`config.mk`:
```
export PLATFORM = sky130hd
export DESIGN_NAME = mamul_top
export DESIGN_NICKNAME = d
export VERILOG_FILES = /design/src/rtl/mamul_sel_pkg.sv /design/src/rtl/mamul_state_pkg.sv /design/src/rtl/mamul_top.sv /design/src/rtl/mamul_mul_ctl.sv /design/src/rtl/mamul_mem_sel.sv /design/src/rtl/mamul_seq.sv
export SDC_FILE = /design/constraint.sdc
export NUM_CORES = 1
export LEC_CHECK = 0
export BUFFER_PORTS_ARGS = -buffer_cell sky130_fd_sc_hd__buf_2
export CAP_MARGIN = 15
export CELL_PAD_IN_SITES_DETAIL_PLACEMENT = 0
export CELL_PAD_IN_SITES_GLOBAL_PLACEMENT = 2
export CORE_MARGIN = 4
export CORE_UTILIZATION = 22
export DETAILED_ROUTE_END_ITERATION = 8
export PLACE_DENSITY_LB_ADDON = 0.05
export SETUP_SLACK_MARGIN = 0.1
export SLEW_MARGIN = 20
export SYNTH_ARGS = -nofsm -noshare
export SYNTH_HDL_FRONTEND = slang
export SYNTH_SLANG_ARGS = --single-unit
```
`constraint.sdc`:
```
create_clock -name rclk -period 1.2 [get_ports rclk]
set_input_delay 0.12 -clock rclk [delete_from_list [all_inputs] [get_ports rclk]]
set_output_delay 0.12 -clock rclk [all_outputs]
set_load 0.02 [all_outputs]
```
`src/rtl/mamul_sel_pkg.sv`:
```
// operand-1 mux select width and its one-hot codes for the multiplier command decoder
package mamul_sel_pkg;

        // one select line per operand-1 source
        localparam int oprnd1_sel_w = 3;

        // result fed back from the multiplier, the default source
        localparam logic [oprnd1_sel_w-1:0] oprnd1_sel_mul = 3'b001;

        // word read from the operand memory
        localparam logic [oprnd1_sel_w-1:0] oprnd1_sel_mem = 3'b010;

        // the N-prime register, only during the nprime request
        localparam logic [oprnd1_sel_w-1:0] oprnd1_sel_nprime = 3'b100;

endpackage

```
`src/rtl/mamul_state_pkg.sv`:
```
// state encoding and result latency shared by the multiply sequencer and its decoders
package mamul_state_pkg;

        // one flop per sequencer state
        localparam int num_states = 11;

        // cycles from the multiplier taking an N-prime or final j-loop request
        // until the M write state is next
        localparam int mul_result_delay = 5;

        // named view of the state word, idle sits in the top bit
        typedef struct packed {
                logic idle;
                logic jloopa;
                logic jloopb;
                logic jloopm;
                logic jloopn;
                logic iloopa;
                logic iloopb;
                logic nprime;
                logic mwrite;
                logic iloopn;
                logic accumshft;
        } mamul_state_flags_t;

        // the decoders read the flags, while the one-hot check reads the raw bits
        typedef union packed {
                mamul_state_flags_t flags;
                logic [num_states-1:0] raw;
        } mamul_state_u;

endpackage
```
`src/rtl/mamul_top.sv`:
```
// top level of the modular-multiply control sequencer, the unit seen by the math core
`timescale 1ns/10ps

module mamul_top (
        input  logic rclk,
        input  logic reset,
        input  logic mulop,
        input  logic iss_pulse_dly,
        input  logic aequb,
        input  logic start_mulred_anoteqb,
        input  logic kill_op,
        input  logic stxa_force_abort,
        input  logic mul_ack,
        input  logic mul_shf_ack,
        input  logic halfpnt_set,
        input  logic iequtwolenplus2,
        input  logic iequtwolenplus1,
        input  logic jequiminus1,
        input  logic jequlen,
        input  logic expop,
        output logic rst_iptr,
        output logic rst_jptr,
        output logic incr_iptr,
        output logic incr_jptr,
        output logic jjptr_wen,
        output logic jjptr_sel,
        output logic areg_rst,
        output logic mul_done,
        output logic memwen,
        output logic memren,
        output logic a_rd_sel,
        output logic ax_rd_sel,
        output logic b_rd_sel,
        output logic ba_rd_sel,
        output logic m_rd_sel,
        output logic me_rd_sel,
        output logic n_rd_sel,
        output logic m_wr_sel,
        output logic me_wr_sel,
        output logic i_ptr_sel,
        output logic iminus1_ptr_sel,
        output logic j_ptr_sel,
        output logic iminusj_ptr_sel,
        output logic iminuslenminus1_sel,
        output logic mul_req_vld,
        output logic mul_acc,
        output logic areg_shf,
        output logic oprnd2_wen,
        output logic oprnd2_bypass,
        output logic [mamul_sel_pkg::oprnd1_sel_w-1:0] oprnd1_sel,
        output logic oprnd1_wen
);

        // state and read pulses fan out from the sequencer to both decoders
        mamul_state_pkg::mamul_state_u cur_state;
        mamul_state_pkg::mamul_state_u nxt_state;
        logic rd_aj;
        logic rd_ai;

        // every port name matches its net, so the connections are implicit
        mamul_seq mamul_seq_inst (.*);

        mamul_mem_sel mamul_mem_sel_inst (.*);

        mamul_mul_ctl mamul_mul_ctl_inst (.*);

endmodule

```
`src/rtl/mamul_mul_ctl.sv`:
```
// multiplier command and operand-register decoder, driven by the sequencer in mamul_top
`timescale 1ns/10ps

module mamul_mul_ctl (
        input  logic rclk,
        input  logic reset,
        input  mamul_state_pkg::mamul_state_u cur_state,
        input  mamul_state_pkg::mamul_state_u nxt_state,
        input  logic kill_op,
        input  logic stxa_force_abort,
        input  logic halfpnt_set,
        output logic mul_req_vld,
        output logic mul_acc,
        output logic areg_shf,
        output logic oprnd2_wen,
        output logic oprnd2_bypass,
        output logic [mamul_sel_pkg::oprnd1_sel_w-1:0] oprnd1_sel,
        output logic oprnd1_wen
);

        logic local_abort;
        logic state_reset;
        logic req_pre;
        logic oprnd2_sel;
        logic oprnd2_sel_q;
        logic wrbyp;
        logic memrd4op1;
        logic memrd4op1_q;

        // same abort as the sequencer, so the request drops with the states
        assign local_abort = nxt_state.flags.mwrite & stxa_force_abort;
        assign state_reset = reset | kill_op | local_abort;

        // ----------------------------------------
        // multiplier commands
        // ----------------------------------------

        // request while any waiting-for-ack state is next, held until the ack
        assign req_pre = nxt_state.flags.jloopb | nxt_state.flags.jloopn |
                         nxt_state.flags.iloopb | nxt_state.flags.nprime |
                         nxt_state.flags.iloopn;

        // the N-prime product starts a fresh value, all others accumulate
        assign mul_acc = mul_req_vld & ~cur_state.flags.nprime;
        assign areg_shf = cur_state.flags.accumshft;

        // ----------------------------------------
        // operand registers
        // ----------------------------------------

        // operand 2 captures the A or M word read on the way into these states
        assign oprnd2_sel = nxt_state.flags.jloopa | nxt_state.flags.iloopa |
                            nxt_state.flags.jloopm;

        // the product goes straight through operand 2 on its way to memory
        assign wrbyp = nxt_state.flags.mwrite;
        assign oprnd2_wen = oprnd2_sel_q | wrbyp;
        assign oprnd2_bypass = wrbyp;

        // N[0] feeds operand 1 only in the first half, where iloopn follows
        assign memrd4op1 = cur_state.flags.jloopa | cur_state.flags.jloopm |
                           cur_state.flags.iloopa | (cur_state.flags.mwrite & ~halfpnt_set);

        always_ff @(posedge rclk) begin
                if (state_reset) begin
                        mul_req_vld <= 1'b0;
                        oprnd2_sel_q <= 1'b0;
                        memrd4op1_q <= 1'b0;
                end else begin
                        mul_req_vld <= req_pre;
                        oprnd2_sel_q <= oprnd2_sel;
                        memrd4op1_q <= memrd4op1;
                end
        end

        assign oprnd1_wen = memrd4op1_q;

        // idle falls to the default and parks the mux on the multiplier result
        always_comb begin
                if (cur_state.flags.nprime) begin
                        oprnd1_sel = mamul_sel_pkg::oprnd1_sel_nprime;
                end else if (memrd4op1_q && !cur_state.flags.idle) begin
                        oprnd1_sel = mamul_sel_pkg::oprnd1_sel_mem;
                end else begin
                        oprnd1_sel = mamul_sel_pkg::oprnd1_sel_mul;
                end
        end

        // idle never schedules a request, only the delayed move to iloopa does
        a_no_req_in_idle : assert property (@(posedge rclk) disable iff (reset)
                cur_state.flags.idle |-> !$rose(mul_req_vld));

endmodule

```
`src/rtl/mamul_mem_sel.sv`:
```
// memory read, write and pointer select decoder, driven by the sequencer state in mamul_top
`timescale 1ns/10ps

module mamul_mem_sel (
        input  mamul_state_pkg::mamul_state_u cur_state,
        input  logic rd_aj,
        input  logic rd_ai,
        input  logic memwen,
        input  logic halfpnt_set,
        input  logic expop,
        output logic memren,
        output logic a_rd_sel,
        output logic ax_rd_sel,
        output logic b_rd_sel,
        output logic ba_rd_sel,
        output logic m_rd_sel,
        output logic me_rd_sel,
        output logic n_rd_sel,
        output logic m_wr_sel,
        output logic me_wr_sel,
        output logic i_ptr_sel,
        output logic iminus1_ptr_sel,
        output logic j_ptr_sel,
        output logic iminusj_ptr_sel,
        output logic iminuslenminus1_sel
);

        logic rd_biminusj;
        logic rd_mj;
        logic rd_niminusj;
        logic rd_b0;
        logic rd_n0;
        logic wr_mi;
        logic wr_miminuslenminus1;

        // ----------------------------------------
        // reads that follow the current state
        // ----------------------------------------
        assign rd_biminusj = cur_state.flags.jloopa;
        assign rd_mj = cur_state.flags.jloopb;
        assign rd_niminusj = cur_state.flags.jloopm;
        assign rd_b0 = cur_state.flags.iloopa;
        assign rd_n0 = cur_state.flags.mwrite;

        // the low half of the product lands in M[i] and the high half in M[i-len-1]
        assign wr_mi = memwen & ~halfpnt_set;
        assign wr_miminuslenminus1 = memwen & halfpnt_set;

        assign memren = rd_aj | rd_biminusj | rd_mj | rd_niminusj | rd_ai | rd_b0 | rd_n0;

        // ----------------------------------------
        // operand selects
        // ----------------------------------------

        // an exponentiation uses its own copies of A, B and M
        assign a_rd_sel = (rd_aj | rd_ai) & ~expop;
        assign ax_rd_sel = (rd_aj | rd_ai) & expop;
        assign b_rd_sel = (rd_biminusj | rd_b0) & ~expop;
        assign ba_rd_sel = (rd_biminusj | rd_b0) & expop;
        assign m_rd_sel = rd_mj & ~expop;
        assign me_rd_sel = rd_mj & expop;

        // N is shared, there is no exponent copy
        assign n_rd_sel = rd_niminusj | rd_n0;

        assign m_wr_sel = memwen & ~expop;
        assign me_wr_sel = memwen & expop;

        // ----------------------------------------
        // pointer selects
        // ----------------------------------------
        assign i_ptr_sel = rd_ai;

        // i has already been stepped when the write lands, hence i-1
        assign iminus1_ptr_sel = wr_mi;
        assign j_ptr_sel = rd_aj | rd_mj;
        assign iminusj_ptr_sel = rd_biminusj | rd_niminusj;
        assign iminuslenminus1_sel = wr_miminuslenminus1;

        // the M write lands in accumshft, where the sequencer decodes no read,
        // and the falling memwen samples the write cycle that just ended
        a_no_read_in_write : assert property (@(negedge memwen)
                (memwen === 1'b1) |-> !memren);

endmodule

```
`src/rtl/mamul_seq.sv`:
```
// modular-multiply sequencer FSM, instantiated once in mamul_top to drive both decoders
`timescale 1ns/10ps

module mamul_seq (
        input  logic rclk,
        input  logic reset,
        input  logic mulop,
        input  logic iss_pulse_dly,
        input  logic aequb,
        input  logic start_mulred_anoteqb,
        input  logic kill_op,
        input  logic stxa_force_abort,
        input  logic mul_ack,
        input  logic mul_shf_ack,
        input  logic halfpnt_set,
        input  logic iequtwolenplus2,
        input  logic iequtwolenplus1,
        input  logic jequiminus1,
        input  logic jequlen,
        output mamul_state_pkg::mamul_state_u cur_state,
        output mamul_state_pkg::mamul_state_u nxt_state,
        output logic rd_aj,
        output logic rd_ai,
        output logic rst_iptr,
        output logic rst_jptr,
        output logic incr_iptr,
        output logic incr_jptr,
        output logic jjptr_wen,
        output logic jjptr_sel,
        output logic areg_rst,
        output logic mul_done,
        output logic memwen
);

        localparam int res_w = mamul_state_pkg::mul_result_delay;

        logic aequb_q;
        logic mulop_start;
        logic local_abort;
        logic state_reset;
        logic more_j;
        logic tr2idle_frm_accumshft;
        logic tr2jloopa_frm_accumshft;
        logic tr2jloopa_frm_jloopn;
        logic tr2iloopa_frm_jloopn;
        logic tr2iloopa_frm_idle;
        logic tr2mwrite_frm_jloopn;
        logic tr2mwrite_frm_accumshft;
        logic tr2accumshft_frm_mwrite;
        logic tr2accumshft_frm_iloopn;
        logic jloopa_dly;
        logic iloopa_dly;
        logic jloopn_exit_dly;
        logic mwrite_dly;
        logic mul_done_q;
        logic accumshft_q;
        logic accumshft_pulse;
        logic mul_result_c0;
        logic [res_w-1:0] res_pipe;
        logic n_idle, n_jloopa, n_jloopb, n_jloopm, n_jloopn, n_iloopa;
        logic n_iloopb, n_nprime, n_mwrite, n_iloopn, n_accumshft;

        // ----------------------------------------
        // start, kill and abort
        // ----------------------------------------

        // an A equals B operand seen last cycle belongs to the squaring engine
        assign mulop_start = (iss_pulse_dly & mulop & ~aequb_q) | start_mulred_anoteqb;

        // a forced store that lands on an M write abandons the operation
        assign local_abort = n_mwrite & stxa_force_abort;
        assign state_reset = reset | kill_op | local_abort;
        assign areg_rst = mulop_start;

        // ----------------------------------------
        // transitions
        // ----------------------------------------

        // the first half runs j up to i-1 and the second half up to len
        assign more_j = halfpnt_set ? ~jequlen : ~jequiminus1;

        assign tr2idle_frm_accumshft = cur_state.flags.accumshft & iequtwolenplus2 & mul_shf_ack;
        assign tr2jloopa_frm_accumshft = cur_state.flags.accumshft & ~iequtwolenplus2 &
                                         ~iequtwolenplus1 & mul_shf_ack;
        assign tr2jloopa_frm_jloopn = cur_state.flags.jloopn & mul_ack & more_j;
        assign tr2iloopa_frm_jloopn = cur_state.flags.jloopn & mul_ack & jequiminus1 &
                                      ~halfpnt_set;
        assign tr2iloopa_frm_idle = cur_state.flags.idle & mulop_start;
        assign tr2mwrite_frm_jloopn = cur_state.flags.jloopn & mul_ack & halfpnt_set & jequlen;
        assign tr2mwrite_frm_accumshft = cur_state.flags.accumshft & mul_shf_ack &
                                         iequtwolenplus1;
        assign tr2accumshft_frm_mwrite = cur_state.flags.mwrite & halfpnt_set;
        assign tr2accumshft_frm_iloopn = cur_state.flags.iloopn & mul_ack;

        // the result pipe starts on the ack of the request whose product gets written
        assign mul_result_c0 = (cur_state.flags.nprime & mul_ack) | tr2mwrite_frm_jloopn;

        assign n_idle = state_reset | tr2idle_frm_accumshft |
                        (cur_state.flags.idle & ~mulop_start);
        assign n_jloopa = tr2jloopa_frm_jloopn | jloopa_dly;
        assign n_jloopb = cur_state.flags.jloopa | (cur_state.flags.jloopb & ~mul_ack);
        assign n_jloopm = cur_state.flags.jloopb & mul_ack;
        assign n_jloopn = cur_state.flags.jloopm | (cur_state.flags.jloopn & ~mul_ack);
        assign n_iloopa = iloopa_dly | tr2iloopa_frm_jloopn;
        assign n_iloopb = cur_state.flags.iloopa | (cur_state.flags.iloopb & ~mul_ack);
        assign n_nprime = (cur_state.flags.iloopb & mul_ack) | (cur_state.flags.nprime & ~mul_ack);
        assign n_mwrite = mwrite_dly | res_pipe[res_w-1];
        assign n_iloopn = (cur_state.flags.mwrite & ~halfpnt_set) |
                          (cur_state.flags.iloopn & ~mul_ack);
        assign n_accumshft = tr2accumshft_frm_mwrite | tr2accumshft_frm_iloopn |
                             (cur_state.flags.accumshft & ~mul_shf_ack);

        assign nxt_state.raw = {n_idle, n_jloopa, n_jloopb, n_jloopm, n_jloopn, n_iloopa,
                                n_iloopb, n_nprime, n_mwrite, n_iloopn, n_accumshft};

        // ----------------------------------------
        // state, result pipe and delayed moves
        // ----------------------------------------
        always_ff @(posedge rclk) begin
                if (state_reset) begin
                        cur_state.raw <= '0;
                        cur_state.flags.idle <= 1'b1;
                        res_pipe <= '0;
                        jloopa_dly <= 1'b0;
                        iloopa_dly <= 1'b0;
                        jloopn_exit_dly <= 1'b0;
                        mwrite_dly <= 1'b0;
                end else begin
                        cur_state <= nxt_state;
                        res_pipe <= {res_pipe[res_w-2:0], mul_result_c0};
                        jloopa_dly <= tr2jloopa_frm_accumshft;
                        iloopa_dly <= tr2iloopa_frm_idle;
                        jloopn_exit_dly <= tr2iloopa_frm_jloopn;
                        // the last i skips the j-loop, so the pointer unit needs
                        // an extra cycle to form i-len-1
                        mwrite_dly <= tr2mwrite_frm_accumshft;
                end
        end

        always_ff @(posedge rclk) begin
                if (reset) begin
                        aequb_q <= 1'b0;
                        mul_done_q <= 1'b0;
                        memwen <= 1'b0;
                        accumshft_q <= 1'b0;
                end else begin
                        aequb_q <= aequb;
                        mul_done_q <= tr2idle_frm_accumshft;
                        memwen <= incr_iptr;
                        accumshft_q <= cur_state.flags.accumshft;
                end
        end

        // ----------------------------------------
        // pointer controls and read pulses
        // ----------------------------------------
        assign accumshft_pulse = cur_state.flags.accumshft & ~accumshft_q;

        // A[j] is read while the next j-loop pass is being entered
        assign rd_aj = (cur_state.flags.jloopn & more_j) | jloopa_dly;
        assign rd_ai = (cur_state.flags.jloopn & jequiminus1 & ~halfpnt_set) | iloopa_dly;

        assign incr_jptr = tr2jloopa_frm_jloopn;
        assign incr_iptr = tr2accumshft_frm_mwrite | tr2accumshft_frm_iloopn;
        assign rst_iptr = tr2idle_frm_accumshft;

        // j restarts at 0 each first-half pass and at i-len in the second half
        assign rst_jptr = mulop_start | jloopn_exit_dly |
                          (accumshft_pulse & halfpnt_set & ~iequtwolenplus2 & ~iequtwolenplus1);

        assign jjptr_wen = cur_state.flags.jloopm;
        assign jjptr_sel = cur_state.flags.jloopn;

        // an abort reports done at once so the issuing unit can retire the op
        assign mul_done = mul_done_q | local_abort;

        // transitions, kill and abort leave at most one state flag set, and the
        // gap cycles before a delayed move or a product have none
        a_state_onehot : assert property (@(posedge rclk) disable iff (reset)
                $onehot0(cur_state.raw));

endmodule

```
Yosys cells after proc, flatten, opt, wreduce, memory -nomap -nowiden:

Cells that the tools add are included.
Widths: inputs -> output; s select.

* register bits: 27
* output and inout port bits: 33
* logic and storage cells: 119

* multiplexer cells: 3
* bitwise gates (word level): 101
* reductions and logical operators: 2

Operators by type and width (count)
* $and 1x1->1: 48
* $or 1x1->1: 41
* $not 1->1: 12
* $mux 3: 1
* $mux 2: 1
* $logic_and 1x1->1: 1
* $logic_not 1->1: 1
* $mux 1: 1

Longest topological paths before layout:

* word-level depth: 10
* mapped depth: 4
* mapped depth without buffers: 3

By module:

A second synthesis with hierarchy kept.

* cells, all modules: 140
* area total of the unflattened synthesis: 1247.4 um^2

Modules (own cells, without submodules)
* mamul_seq: times used 1, cells each 102, area each 987.2 um^2, seq. area each 480.5 um^2
* mamul_mul_ctl: times used 1, cells each 20, area each 158.9 um^2, seq. area each 60.1 um^2
* mamul_mem_sel: times used 1, cells each 18, area each 101.3 um^2, seq. area each 0.0 um^2

Worst setup path after synthesis:

Ideal clock, no wire load.

* path kind: register to register
* start point: register mamul_seq_inst.cur_state[6] (netlist bit)
* end point: register mamul_seq_inst.cur_state[9] (netlist bit)
* setup time: 0.060 ns
* data arrival time: 1.401 ns
* data required time: 1.140 ns
* setup slack: -0.261 ns
* cell stages (with the launch flop): 5
* cells stage by stage: dfxtp_1 -> buf_6 -> nand2_1 -> nor3b_1 -> o21a_1

* cells in the longest elaborated chain, start to end: 3

RTL lines
* start, declared: RTL line mamul_seq.sv:20 `output mamul_state_pkg::mamul_state_u cur_state,`
* start signal, assigned: RTL line mamul_seq.sv:129 `cur_state <= nxt_state;`
* $and 1x1->1 (2 in a row): RTL line mamul_seq.sv:85 `assign tr2jloopa_frm_jloopn = cur_state.flags.jloopn & mul_ack & more_j;`
* named net incr_jptr: RTL line mamul_top.sv:24 `output logic incr_jptr,`
* $or 1x1->1: RTL line mamul_seq.sv:100 `assign n_jloopa = tr2jloopa_frm_jloopn | jloopa_dly;`

The timed path passes the listed nets, and every way through them passes these cells.
A chain may end at the register's enable or synchronous reset.

Worst setup path after layout:

* start point: register mamul_seq_inst.aequb_q
* end point: output port rst_jptr

* cells in the longest elaborated chain, start to end: 5

RTL lines
* start, declared: RTL line mamul_seq.sv:37 `logic aequb_q;`
* start signal, assigned: RTL line mamul_seq.sv:147 `aequb_q <= aequb;`
* $not 1->1: RTL line mamul_seq.sv:68 `assign mulop_start = (iss_pulse_dly & mulop & ~aequb_q) | start_mulred_anoteqb;`
* $and 1x1->1: RTL line mamul_seq.sv:68
* $or 1x1->1: RTL line mamul_seq.sv:68
* $or 1x1->1 (2 in a row): RTL line mamul_seq.sv:168 `assign rst_jptr = mulop_start | jloopn_exit_dly |`
* end, declared: RTL line mamul_top.sv:22 `output logic rst_jptr,`

No other way between the ends.

==> metrics.md <==
| Metric | Value |
|---|---|
| Uppermost routed layer | `met4` |
| GRT Overall Usage | `12.0%` |
| First-pass GRT wire length | `5.85 mm` |
| WL final | `around 3.7 mm` |
| Hold Vio Cnt, Final | `0` |
| Die Ht | `77.4 um` |
| Area growth syn-to-layout | `95.4%` |
| Share of post-route cells with drive strength above 1 | `68.5%` |
| CTS tree | `done` |
| Vias in the first global route | `1157` |
| Rel. slew slack | `67.8%` |
| FF+latch count, synth | `27` |
| Placer Congestion | `0.742` |
| Min-Delay Path Class | `in -> reg` |
| Fill count | `439` |
| Clock Sinks | `27` |
| Detailed-route DRC error count | `0` |
| Die area | `~6000 um^2` |
| Crit Path Max Fanout | `2` |
| Area of the multi-input gates | `~700 um^2` |
| Synth Instances | `117` |
| Total chip power | `1600 uW` |
| Routed length on met3 | `245 um` |
| Flop pwr share | `56.3%` |
| RSZ-0062 raised after global routing | `yes` |
| Clk_lat worst skew | `0.27 ns` |
| Clock Skews | `~0.0018 ns` |
| Layout net count | `approximately 210` |
| Synth Warn # | `0` |
| Initial Util | `23.5%` |
| DRT met1 WL | `1.70 mm` |
| Slew Limit Fails | `0` |
| H-tree Lvls | `1` |
| Port-buffer cells | `48` |
| Initial DRC count | `27` |
| Syn avg cell area | `9.05 um^2` |
| Sw Pwr | `385 uW` |
| Status | `finished, violations left` |
| Total gr overflow | `0` |
| Initial antenna violation count | `0` |
| Vias | `1159` |
| Dominant cells by area after synthesis | `dfxtp_1 51%, nor2b_1 5.9%, nor2_1 5.3%` |
| Cell Pwr Density | `773 nW/um^2` |
| Crit path launch type | `register` |
| I/O Pins | `49` |
| Data required, critical path | `1.08 ns` |
| Final worst path period need | `1.34 ns` |
| Diode count | `0` |
| Fin util | `a little under half` |
| Max Fclk | `0.748 GHz` |
| Clock Tree Buf Depth | `2` |
| Pre-CTS setup slack | `~0.039 ns` |
| Yosys top cell area share | `between 50% and 60%` |
| Max-cap viol count | `0` |
| Sequential-to-total area share from yosys stat | `51.1%` |
| Power share of the combinational group | `11.8%` |
| Crit share post-route | `111%` |
| Static Leak | `around 0.00094 uW` |
| Power Internal | `1210 uW` |
| Worst IR Drop VDD | `453 uV` |
| Setup violators final | `12` |
| Clock power frac | `between 30% and 40%` |
| WL per Instance | `~15 um` |
| Crit path arrival time | `1.22 ns` |
| Worst Tran Pin Value | `0.482 ns` |
| CTS Root Buffer Type | `clkbuf_8` |
| TNS Setup | `-0.778 ns` |
| Core area | `between 4000 and 5000 um^2` |
| Crit. End Element | `output port` |
| Width of the die | `77.4 um` |
| Post-synthesis cell area | `1060 um^2` |
| Switch share | `24.1%` |
| Area taken by flip-flops and latches | `571 um^2` |
| Worst setup margin | `-0.136 ns` |
| Router iterations before antenna repair | `4` |
| Synth Net Count | `133` |
| Crit path kind | `reg -> out` |
| Met2 Wirelength | `1.70 mm` |
| Vias per Instance | `4.65` |
| Cts hold-fix bufs | `0` |
| Failing checks | `setup timing` |
| Clk slew on worst S/H paths | `0.09 ns` |
| Rows | `24` |
| Total CTS buffers | `3` |
| HPWL after DPL | `2.42 mm` |
| Library cells used by synthesis | `31` |
| Area leader, netlist | `dfxtp_1` |
| Antenna viol nets, final | `0` |
| Pin count of the biggest net entering global routing | `16` |
path summary, 6_finish.rpt:
kind                          startpoint                     endpoint  slack (ns)  depth (start not counted)
min                                aequb       mamul_seq_inst.aequb_q        0.07                          2
min reg2reg   mamul_seq_inst.res_pipe[2]   mamul_seq_inst.res_pipe[3]        0.46                          1
max               mamul_seq_inst.aequb_q                     rst_jptr       -0.14                          3
max reg2reg  mamul_seq_inst.cur_state[6]  mamul_seq_inst.cur_state[9]       -0.10                          7
metal layers:
metal  GRT usage (%)  up-vias
met4            4.63        0
li1                -      562
met3            2.89        2
met1            16.4      550
met2            18.3       45
met5               0        -
power groups by stage:
stage,combinational (uW),sequential (uW),clock [uW]
2_1_floorplan,64.0,926,0
3_3_place_gp,133,927,0
3_5_place_dp,133,927,0
4_1_cts,161,906,525
5_1_grt,204,902,557
6_report,189,900,510
repair_timing:
action / CTS / global route
endpoints found under the setup margin: 32 / 44
buffers inserted: 16 / 5
pin swaps: 14 / 12
resized for setup: 73 / 48
cells in the final DEF (no fill, tap or decap), types with 3 or more instances in the layout:
cell type  instances
nor2_4             5
clkbuf_8           3
buf_2             23
a21oi_1            8
nor2b_1            9
dfxtp_4            5
nor2_2             3
buf_6             30
and3_1             6
dfxtp_1           13
nor2_1             7
buf_4             26
dfxtp_2            9
or2_4              3
Yosys cell counts:
library cell and n:
a211oi_1 2, nand2_1 4, a22oi_1 1, a31oi_1 2
a311o_1 1, or3_1 2, buf_4 1, or4_1 1
nor4_1 1, buf_6 1, and3_1 7, nor3_1 2
o21ai_2 1, a21o_2 1, o21bai_1 1, o21a_1 1
inv_1 4, nand2b_1 4, nor2b_1 10, nor2_1 15
and2_1 4, dfxtp_1 27, or2_2 3, o211ai_1 1
a21oi_1 9, buf_2 1, nor3b_1 2, nand3_1 4
nor4b_1 2, mux2i_1 1, clkbuf_1 1
through the flow:
step | hold WS, ns | area [um^2] | cells
2_1_floorplan | 0.192 | 1080 | 117
3_3_place_gp | 0.335 | 1450 | 225
3_5_place_dp | 0.332 | 1450 | 225
4_1_cts | 0.0467 | 1840 | 245
5_1_grt | 0.0809 | 2070 | 249
6_report | 0.0696 | 2070 | 249
flip-flops by register name, indices dropped and copies added (netlist names):
register / count
mamul_seq_inst.cur_state: 11
mamul_seq_inst.res_pipe: 5
mamul_mul_ctl_inst.mul_req_vld: 1
mamul_mul_ctl_inst.oprnd1_wen: 1
mamul_mul_ctl_inst.oprnd2_sel_q: 1
mamul_seq_inst.accumshft_q: 1
mamul_seq_inst.aequb_q: 1
mamul_seq_inst.iloopa_dly: 1
mamul_seq_inst.jloopa_dly: 1
mamul_seq_inst.jloopn_exit_dly: 1
mamul_seq_inst.memwen: 1
mamul_seq_inst.mul_done_q: 1
mamul_seq_inst.mwrite_dly: 1
cell families after synthesis:
group / Yosys count / synth area share [%]
simple gates: 61 / 31.7
flops: 27 / 51.1
compound gates: 20 / 12.3
buf+inv: 8 / 4.02
mux: 1 / 0.946
critical path: stages (launching register included):
cell and delay, ns:
dfxtp_2 0.35, o21bai_4 0.06, or3_1 0.39, buf_6 0.15
layout make-up:
type	count	share of cell area [%]
clock buffer	3	2.00
timing repair buffer	80	32.3
multi-input combinational	82	34.0
sequential	27	27.6
inverter	4	0.726
clock inverter	1	0.242
tap	52	3.15
(Power assumes the default switching activity.)
